## config.mk

```make
export PLATFORM = sky130hd
export DESIGN_NAME = core_control_top
export DESIGN_NICKNAME = d
export VERILOG_FILES = /design/src/rtl/core_pkg.sv /design/src/rtl/settings_regs.sv /design/src/rtl/stick_deadzone.sv /design/src/rtl/player_router.sv /design/src/rtl/core_control_top.sv
export VERILOG_INCLUDE_DIRS = /design/src /design/src/rtl
export SDC_FILE = /design/constraint.sdc
export NUM_CORES = 1
export LEC_CHECK = 0
export BUFFER_PORTS_ARGS = -buffer_cell sky130_fd_sc_hd__buf_2
export CORE_AREA = 5 5 152 154
export CTS_CLUSTER_SIZE = 12
export DETAILED_ROUTE_END_ITERATION = 8
export DIE_AREA = 0 0 157 159
export GPL_ROUTABILITY_DRIVEN = 1
export PLACE_DENSITY_LB_ADDON = 0.25
export SLEW_MARGIN = 30
export SYNTH_ARGS = -nofsm -noshare
export SYNTH_HDL_FRONTEND = slang
export SYNTH_SLANG_ARGS = --single-unit
```

## constraint.sdc

```tcl
create_clock -name clk_74a -period 2.3 [get_ports clk_74a]
set_input_delay 0.23 -clock clk_74a [delete_from_list [all_inputs] [get_ports clk_74a]]
set_output_delay 0.23 -clock clk_74a [all_outputs]
set_load 0.005 [all_outputs]
```

## src/rtl/core_defines.svh

```systemverilog
// shared constants for the console control plane
// included by any RTL or testbench file that needs addresses or video constants

`ifndef CORE_DEFINES_SVH
`define CORE_DEFINES_SVH

//////////////////////////////
// host bridge addresses
`define ADDR_DOWNLOAD   32'h0000_0000
`define ADDR_ROM_SIZE   32'h0000_0004
`define ADDR_ROM_TYPE   32'h0000_0008
`define ADDR_RAM_SIZE   32'h0000_000C
`define ADDR_RESET      32'h0000_0050
`define ADDR_CPU_TURBO  32'h0000_0080
`define ADDR_GSU_TURBO  32'h0000_0084
`define ADDR_DEADZONE   32'h0000_010C
`define ADDR_DEJITTER   32'h0000_0400
`define ADDR_YC         32'h0000_0410
`define ADDR_ADAPTER    32'hF700_0000

//////////////////////////////
// chroma subcarrier phase increments
// sized for the console video clock of the NTSC and PAL builds
`define NTSC_PHASE_INC  40'd183251916632
`define PAL_PHASE_INC   40'd229064922453

//////////////////////////////
// stick and reset button
`define STICK_CENTER         8'd128

// reset button pulse length in clk_74a cycles
`define RESET_DELAY_DEFAULT  32'h0010_0000

`endif

```

## src/rtl/core_pkg.sv

```systemverilog
// shared types of the console control plane
// referenced by scoped name from the RTL and testbench

package core_pkg;

  // one controller's buttons, up at bit 0 and start at bit 15
  typedef struct packed {
    logic start;
    logic select;
    logic r3;
    logic l3;
    logic r2;
    logic l2;
    logic r1;
    logic l1;
    logic y;
    logic x;
    logic b;
    logic a;
    logic right;
    logic left;
    logic down;
    logic up;
  } key_t;

  // unsigned axis, 128 at rest
  typedef logic [7:0] stick_t;

  // bit 3 blanks the handheld screen
  typedef logic [3:0] video_type_t;

  // zero disables the adapter controller port
  typedef logic [4:0] cont_type_t;

  typedef logic [3:0] cont_assign_t;

  typedef logic [39:0] phase_inc_t;

  // adapter settings word as written over the bridge
  typedef struct packed {
    video_type_t  video_type;
    cont_assign_t cont_assign;
    logic         spare;
    cont_type_t   cont_type;
  } adapter_settings_t;

endpackage

```

## src/rtl/settings_regs.sv

```systemverilog
// settings registers on the host bridge
// decodes bridge writes, serves the adapter readback, times the reset
// button pulse and derives the colour standard from the adapter video type

`include "core_defines.svh"

module settings_regs #(
  parameter int unsigned RESET_DELAY = `RESET_DELAY_DEFAULT
) (
  input  logic                      clk_74a,
  input  logic                      pll_core_locked,
  input  logic [31:0]               bridge_addr,
  input  logic                      bridge_wr,
  input  logic [31:0]               bridge_wr_data,
  output logic [31:0]               bridge_rd_data,
  output logic                      ioctl_download,
  output logic [3:0]                rom_size,
  output logic [7:0]                rom_type,
  output logic [3:0]                ram_size,
  output logic                      cpu_turbo,
  output logic                      gsu_turbo,
  output logic                      sync_dejitter,
  output logic                      yc_cvbs,
  output core_pkg::stick_t          deadzone,
  output core_pkg::cont_type_t      cont_type,
  output core_pkg::cont_assign_t    cont_assign,
  output logic                      pal_flag,
  output core_pkg::phase_inc_t      chroma_phase_inc,
  output logic                      pocket_blank,
  output logic                      core_reset
);

  core_pkg::adapter_settings_t adapter_settings;
  logic [31:0]                 reset_cnt;

  //////////////////////////////
  // bridge writes
  always_ff @(posedge clk_74a or negedge pll_core_locked) begin
    if (!pll_core_locked) begin
      ioctl_download   <= 1'b0;
      rom_size         <= '0;
      rom_type         <= '0;
      ram_size         <= '0;
      cpu_turbo        <= 1'b0;
      gsu_turbo        <= 1'b0;
      deadzone         <= '0;
      sync_dejitter    <= 1'b0;
      yc_cvbs          <= 1'b0;
      adapter_settings <= '0;
    end else if (bridge_wr) begin
      case (bridge_addr)
        `ADDR_DOWNLOAD:  ioctl_download   <= bridge_wr_data[0];
        `ADDR_ROM_SIZE:  rom_size         <= bridge_wr_data[3:0];
        `ADDR_ROM_TYPE:  rom_type         <= bridge_wr_data[7:0];
        `ADDR_RAM_SIZE:  ram_size         <= bridge_wr_data[3:0];
        `ADDR_CPU_TURBO: cpu_turbo        <= bridge_wr_data[0];
        `ADDR_GSU_TURBO: gsu_turbo        <= bridge_wr_data[0];
        `ADDR_DEADZONE:  deadzone         <= bridge_wr_data[7:0];
        `ADDR_DEJITTER:  sync_dejitter    <= bridge_wr_data[0];
        `ADDR_YC:        yc_cvbs          <= bridge_wr_data[0];
        `ADDR_ADAPTER:   adapter_settings <= bridge_wr_data[13:0];
        default: ;
      endcase
    end
  end

  // only the adapter word is readable
  assign bridge_rd_data = (bridge_addr == `ADDR_ADAPTER) ? {18'h0, adapter_settings} : '0;

  //////////////////////////////
  // reset button pulse
  // counter loads on the write, high for RESET_DELAY cycles after it
  always_ff @(posedge clk_74a or negedge pll_core_locked) begin
    if (!pll_core_locked) begin
      reset_cnt <= '0;
    end else if (bridge_wr && bridge_addr == `ADDR_RESET) begin
      reset_cnt <= RESET_DELAY;
    end else if (reset_cnt != '0) begin
      reset_cnt <= reset_cnt - 32'd1;
    end
  end

  assign core_reset = !pll_core_locked || (reset_cnt != '0);

  //////////////////////////////
  // adapter fields and colour standard
  assign cont_type   = adapter_settings.cont_type;
  assign cont_assign = adapter_settings.cont_assign;

  // types 4 and 12 are the PAL outputs, with and without screen blank
  assign pal_flag         = (adapter_settings.video_type == 4'h4) ||
                            (adapter_settings.video_type == 4'hC);
  assign chroma_phase_inc = pal_flag ? `PAL_PHASE_INC : `NTSC_PHASE_INC;
  assign pocket_blank     = adapter_settings.video_type[3];

endmodule

```

## src/rtl/stick_deadzone.sv

```systemverilog
// deadzone calibration of player one's left stick
// both axes snap to centre while the combined deflection is inside the deadzone

`include "core_defines.svh"

module stick_deadzone (
  input  logic             clk_74a,
  input  logic             pll_core_locked,
  input  logic [31:0]      joy,
  input  core_pkg::stick_t deadzone,
  output core_pkg::stick_t stick_x,
  output core_pkg::stick_t stick_y
);

  core_pkg::stick_t axis_x;
  core_pkg::stick_t axis_y;
  logic [7:0]       dist_x;
  logic [7:0]       dist_y;
  logic [8:0]       dist_sum;
  logic             outside;

  // left stick sits in the low half of the joy word
  assign axis_x = joy[7:0];
  assign axis_y = joy[15:8];

  // rough distance from centre per axis
  assign dist_x = axis_x[7] ? {1'b0, axis_x[6:0]} : 8'd128 - {1'b0, axis_x[6:0]};
  assign dist_y = axis_y[7] ? {1'b0, axis_y[6:0]} : 8'd128 - {1'b0, axis_y[6:0]};

  assign dist_sum = {1'b0, dist_x} + {1'b0, dist_y};
  assign outside  = dist_sum > {1'b0, deadzone};

  always_ff @(posedge clk_74a or negedge pll_core_locked) begin
    if (!pll_core_locked) begin
      stick_x <= `STICK_CENTER;
      stick_y <= `STICK_CENTER;
    end else begin
      stick_x <= outside ? axis_x : `STICK_CENTER;
      stick_y <= outside ? axis_y : `STICK_CENTER;
    end
  end

endmodule

```

## src/rtl/player_router.sv

```systemverilog
// routing of the four players between handheld and adapter controllers
// the adapter controller type and assignment mode pick the source of each
// player; outputs are registered

`include "core_defines.svh"

module player_router (
  input  logic                   clk_74a,
  input  logic                   pll_core_locked,
  input  core_pkg::cont_type_t   cont_type,
  input  core_pkg::cont_assign_t cont_assign,
  input  core_pkg::key_t         pocket_key1,
  input  core_pkg::key_t         pocket_key2,
  input  core_pkg::key_t         pocket_key3,
  input  core_pkg::key_t         pocket_key4,
  input  core_pkg::stick_t       pocket_stick_x,
  input  core_pkg::stick_t       pocket_stick_y,
  input  core_pkg::key_t         snac_p1_btn,
  input  core_pkg::key_t         snac_p2_btn,
  input  core_pkg::key_t         snac_p3_btn,
  input  core_pkg::key_t         snac_p4_btn,
  output core_pkg::key_t         p1_controls,
  output core_pkg::key_t         p2_controls,
  output core_pkg::key_t         p3_controls,
  output core_pkg::key_t         p4_controls,
  output core_pkg::stick_t       p1_stick_x,
  output core_pkg::stick_t       p1_stick_y
);

  core_pkg::key_t p1_next;
  core_pkg::key_t p2_next;
  core_pkg::key_t p3_next;
  core_pkg::key_t p4_next;
  logic           p1_from_snac;

  //////////////////////////////
  // source selection
  always_comb begin
    p1_next      = pocket_key1;
    p2_next      = pocket_key2;
    p3_next      = pocket_key3;
    p4_next      = pocket_key4;
    p1_from_snac = 1'b0;
    // adapter port disabled keeps the handheld layout
    if (cont_type != '0) begin
      case (cont_assign)
        4'd0: begin
          p1_next      = snac_p1_btn;
          p1_from_snac = 1'b1;
        end
        4'd1: begin
          p2_next = snac_p1_btn;
        end
        4'd2: begin
          p1_next      = snac_p1_btn;
          p2_next      = snac_p2_btn;
          p1_from_snac = 1'b1;
        end
        4'd3: begin
          p1_next      = snac_p2_btn;
          p2_next      = snac_p1_btn;
          p1_from_snac = 1'b1;
        end
        4'd4: begin
          p1_next      = snac_p1_btn;
          p2_next      = snac_p2_btn;
          p3_next      = snac_p3_btn;
          p4_next      = snac_p4_btn;
          p1_from_snac = 1'b1;
        end
        // reversed multitap order
        4'd5: begin
          p1_next      = snac_p4_btn;
          p2_next      = snac_p3_btn;
          p3_next      = snac_p2_btn;
          p4_next      = snac_p1_btn;
          p1_from_snac = 1'b1;
        end
        4'd6: begin
          p3_next = snac_p1_btn;
          p4_next = snac_p2_btn;
        end
        default: ;
      endcase
    end
  end

  //////////////////////////////
  // output registers
  // adapter pads have no stick, so player one rests at centre
  always_ff @(posedge clk_74a or negedge pll_core_locked) begin
    if (!pll_core_locked) begin
      p1_controls <= '0;
      p2_controls <= '0;
      p3_controls <= '0;
      p4_controls <= '0;
      p1_stick_x  <= `STICK_CENTER;
      p1_stick_y  <= `STICK_CENTER;
    end else begin
      p1_controls <= p1_next;
      p2_controls <= p2_next;
      p3_controls <= p3_next;
      p4_controls <= p4_next;
      p1_stick_x  <= p1_from_snac ? `STICK_CENTER : pocket_stick_x;
      p1_stick_y  <= p1_from_snac ? `STICK_CENTER : pocket_stick_y;
    end
  end

endmodule

```

## src/rtl/core_control_top.sv

```systemverilog
// top of the console control plane
// joins the bridge settings, stick calibration and player routing

`include "core_defines.svh"

module core_control_top #(
  parameter int unsigned RESET_DELAY = `RESET_DELAY_DEFAULT
) (
  input  logic                 clk_74a,
  input  logic                 pll_core_locked,
  input  logic [31:0]          bridge_addr,
  input  logic                 bridge_wr,
  input  logic [31:0]          bridge_wr_data,
  output logic [31:0]          bridge_rd_data,
  input  core_pkg::key_t       pocket_key1,
  input  core_pkg::key_t       pocket_key2,
  input  core_pkg::key_t       pocket_key3,
  input  core_pkg::key_t       pocket_key4,
  input  logic [31:0]          cont1_joy,
  input  core_pkg::key_t       snac_p1_btn,
  input  core_pkg::key_t       snac_p2_btn,
  input  core_pkg::key_t       snac_p3_btn,
  input  core_pkg::key_t       snac_p4_btn,
  output logic                 ioctl_download,
  output logic [3:0]           rom_size,
  output logic [7:0]           rom_type,
  output logic [3:0]           ram_size,
  output logic                 cpu_turbo,
  output logic                 gsu_turbo,
  output logic                 sync_dejitter,
  output logic                 yc_cvbs,
  output logic                 pal_flag,
  output core_pkg::phase_inc_t chroma_phase_inc,
  output logic                 pocket_blank,
  output logic                 core_reset,
  output core_pkg::key_t       p1_controls,
  output core_pkg::key_t       p2_controls,
  output core_pkg::key_t       p3_controls,
  output core_pkg::key_t       p4_controls,
  output core_pkg::stick_t     p1_stick_x,
  output core_pkg::stick_t     p1_stick_y
);

  core_pkg::stick_t       deadzone;
  core_pkg::cont_type_t   cont_type;
  core_pkg::cont_assign_t cont_assign;
  core_pkg::stick_t       cal_stick_x;
  core_pkg::stick_t       cal_stick_y;

  settings_regs #(
    .RESET_DELAY (RESET_DELAY)
  ) settings_regs_inst (
    .clk_74a          (clk_74a),
    .pll_core_locked  (pll_core_locked),
    .bridge_addr      (bridge_addr),
    .bridge_wr        (bridge_wr),
    .bridge_wr_data   (bridge_wr_data),
    .bridge_rd_data   (bridge_rd_data),
    .ioctl_download   (ioctl_download),
    .rom_size         (rom_size),
    .rom_type         (rom_type),
    .ram_size         (ram_size),
    .cpu_turbo        (cpu_turbo),
    .gsu_turbo        (gsu_turbo),
    .sync_dejitter    (sync_dejitter),
    .yc_cvbs          (yc_cvbs),
    .deadzone         (deadzone),
    .cont_type        (cont_type),
    .cont_assign      (cont_assign),
    .pal_flag         (pal_flag),
    .chroma_phase_inc (chroma_phase_inc),
    .pocket_blank     (pocket_blank),
    .core_reset       (core_reset)
  );

  // first stick stage
  stick_deadzone stick_deadzone_inst (
    .clk_74a         (clk_74a),
    .pll_core_locked (pll_core_locked),
    .joy             (cont1_joy),
    .deadzone        (deadzone),
    .stick_x         (cal_stick_x),
    .stick_y         (cal_stick_y)
  );

  // second stick stage and button registers
  player_router player_router_inst (
    .clk_74a         (clk_74a),
    .pll_core_locked (pll_core_locked),
    .cont_type       (cont_type),
    .cont_assign     (cont_assign),
    .pocket_key1     (pocket_key1),
    .pocket_key2     (pocket_key2),
    .pocket_key3     (pocket_key3),
    .pocket_key4     (pocket_key4),
    .pocket_stick_x  (cal_stick_x),
    .pocket_stick_y  (cal_stick_y),
    .snac_p1_btn     (snac_p1_btn),
    .snac_p2_btn     (snac_p2_btn),
    .snac_p3_btn     (snac_p3_btn),
    .snac_p4_btn     (snac_p4_btn),
    .p1_controls     (p1_controls),
    .p2_controls     (p2_controls),
    .p3_controls     (p3_controls),
    .p4_controls     (p4_controls),
    .p1_stick_x      (p1_stick_x),
    .p1_stick_y      (p1_stick_y)
  );

endmodule

```

==> metrics.csv <==
metric,value,unit
fin crit share,122,%
worst path arrival time,3.11,ns
largest net degree at the start of global routing,55,
Critical Path Start,cont1_joy[1],
Die H,159,microns
Layout area overhead,41.1,%
Total Power,7830,uW
Via density,5.36,
Layout Cells excl Fill,1580,
worst vdd ir,0.486,mV
Die Wd,157,microns
WL/cell,18.6,microns
setup violators final,16,
Final nets,1534,
die footprint,0.0250,sq mm
RSZ-0062 raised after global routing,yes,
# DRC,15,
endpoint type of the worst setup path,register,
setup slack after layout,-0.503,ns
Max Cap Viol,0,
fin crit period,2.80,ns
worst-margin pin slew,0.725,ns
placer congestion estimate,0.908,
grt ovf,0,
relative slew slack,51.6,%
final worst clock skew,0.0106,ns
top-count cell post-synth,dfrtp_1,
Synth Area per Inst,10.2,sq um
Max Freq,357,MHz
CTS Buf Count,17,
Setup WS pre-CTS,-0.998,ns
HP Class,input pin to register,
"Reg clk slew, reported paths",0.06,ns
reg-to-reg critical path endpoint,player_router_inst.p3_controls[8],
share of layout cells above drive strength 1,44.8,%
crit path max fanout,8,
Crit Path Category,input pin to register,
R2R setup slack,0.08,ns
Sink Count,171,
Final ANT Viol Nets,0,
status,"finished, violations left",
Bufs on Longest Clock Path,2,
Slew Limit Fails,0,
first-pass GRT wire length,44800,microns
commonest cells in the synthesized netlist,"167 x dfrtp_1, 81 x nand2_1, 71 x o21ai_0, 64 x a222oi_1, 57 x buf_4",
"Seq/Total Area, Yosys",47.6,%
antenna violations before repair,1,
Final Util,58.9,%
Power Density,616,mW/mm^2
vias in the first global route,8396,
final WL,29400,microns
FF-to-FF Start,settings_regs_inst.cont_assign[2],
startpoint types,input pin,
Post-synth top flop,dfrtp_1,
DPL Wire Length,22200,microns
Fin Hold WS,0.0137,ns
Setup crit end,stick_deadzone_inst.stick_y[5],
FF-to-FF path depth,6,
CTS tree,built,
Root Driver,clkbuf_16,
Starting Density,41.8,%
I/O pin count,403,
Yosys warnings,0,
library cells used by synthesis,55,
failing checks,"design-rule violations, negative setup slack",
Pre-antenna DRT Iters,9,
H-tree depth,4,
LEAKAGE,0.00603,uW
Hold Fails Final Rpt,0,
Core Region,0.0216,sq mm
Port Buf Inserts,335,
Site Rows,54,
Synth top area share,46.4,%
Synth area leaders,"dfrtp_1 46%, a222oi_1 7.1%, mux2_2 5.6%",
Placed Instances,1505,
ANT cells,0,
Yosys reg bits,171,
Vias,8471,
Total GRT Usage,22.4,%
Post-synth EDFFs,0,
WP data required,2.60,ns
ys async rst share,100,%
Synth area leader,dfrtp_1,
Syn Inst Count,879,
clk_lat worst skew,0.43,ns
Iter 0 DRT Violations,949,
mapped cell area,0.00900,sq mm
[worst max-delay path, stage by stage]
cell      delay [ns]
buf_12          0.12
inv_12          0.04
ha_4            0.18
mux2_4          0.29
ha_4            0.23
a21o_1          0.17
nand2_1         0.08
a21oi_2         0.07
o41ai_2         0.34
xnor2_1         0.13
ha_1            0.33
a21oi_2         0.17
buf_4           0.14
nand2b_4        0.06
a31oi_4         0.29
buf_12          0.18
a21boi_2        0.05
[flip-flops by register name, summed over array words and instances (netlist names), 16 cells and up]
name,flops
settings_regs_inst.reset_cnt,32
player_router_inst.p4_controls,16
player_router_inst.p2_controls,16
player_router_inst.p3_controls,16
player_router_inst.p1_controls,16
[kinds of logic after synthesis]
family / after synthesis / synth area share, %
and+or+nand+nor: 267 / 16.3
AOI/OAI and AO/OA: 214 / 16.7
DFF: 171 / 47.6
buffers and inverters: 131 / 8.01
muxes: 45 / 5.63
xor gates and xnor gates: 29 / 2.82
adders and majority gates: 20 / 2.86
other: 2 / 0.0834
[stage by stage]
| step | instance area [sq um] | setup TNS (ns) |
|---|---|---|
| final | 12700 | -7.77 |
| after global routing | 12700 | -9.65 |
| after CTS | 12400 | -7.54 |
| after detailed placement | 11400 | -15.53 |
| after global placement | 11400 | -13.65 |
| after floorplan | 9230 | -9.60 |
[worst min path at each step]
stage               startpoint                            endpoint  slack, ns  depth (start not counted)
2_1_floorplan  pll_core_locked   player_router_inst.p1_controls[0]      -0.07                          0
3_3_place_gp   pll_core_locked          settings_regs_inst.yc_cvbs       0.23                          1
4_1_cts        pocket_key2[15]  player_router_inst.p2_controls[15]     0.0003                          3
6_report       pocket_key3[12]  player_router_inst.p3_controls[12]       0.01                          3
5_1_grt         pocket_key2[6]   player_router_inst.p2_controls[6]       0.01                          3
3_5_place_dp   pll_core_locked          settings_regs_inst.yc_cvbs       0.23                          1
[report_power, final]
group / switching [uW] / total, uW / internal, uW
clock: 1350 / 2780 / 1440
sequential: 68.5 / 3390 / 3320
combinational: 795 / 1650 / 857
[timing repair]
action                                  in CTS  in global routing
endpoints found under the hold margin       74                  1
cloned                                       1                  1
resized for setup                           32                 38
hold buffers                                27                  1
pin swaps                                   23                 16
endpoints found under the setup margin      19                 39
buffers inserted                             4                  9
[cell type report]
type                    count  area [sq um]
clock buffers              18           429
well taps                 280           350
repair buffers            462          2950
inverters                  27           124
fillers                  1887          8850
clock inverters            14           134
flip-flops and latches    171          4290
multi-input cells         608          4430
[metal layers]
layer,track usage [%],vias up,share of wire [%]
met5,0,-,0.024
met4,8.56,2,2.9
met3,4.27,59,8.0
met2,36.2,392,48
met1,29.9,4019,41
li1,-,3999,-
[cells in the final DEF (no fill, tap or decap), types with 5 or more instances in the layout]
| master | instances |
|---|---|
| o21ai_0 | 70 |
| mux2_2 | 43 |
| and2_1 | 22 |
| conb_1 | 33 |
| ha_1 | 16 |
| nor3_2 | 5 |
| dfrtp_1 | 166 |
| and2_4 | 8 |
| dlygate4sd3_1 | 28 |
| buf_4 | 84 |
| nand2b_1 | 10 |
| inv_6 | 5 |
| a31oi_1 | 5 |
| nand3_1 | 7 |
| a21o_1 | 6 |
| or4_1 | 11 |
| nor3_1 | 17 |
| o31ai_1 | 11 |
| nand4_1 | 11 |
| xor2_1 | 12 |
| nor4_1 | 10 |
| a21oi_1 | 26 |
| clkbuf_16 | 17 |
| nand2_1 | 80 |
| inv_1 | 21 |
| buf_12 | 10 |
| buf_2 | 322 |
| nor2_1 | 33 |
| or3_1 | 10 |
| a222oi_1 | 64 |
| xnor2_1 | 17 |
| buf_6 | 15 |
| a21oi_2 | 6 |
Note: power is estimated with default switching activity, not from simulation.
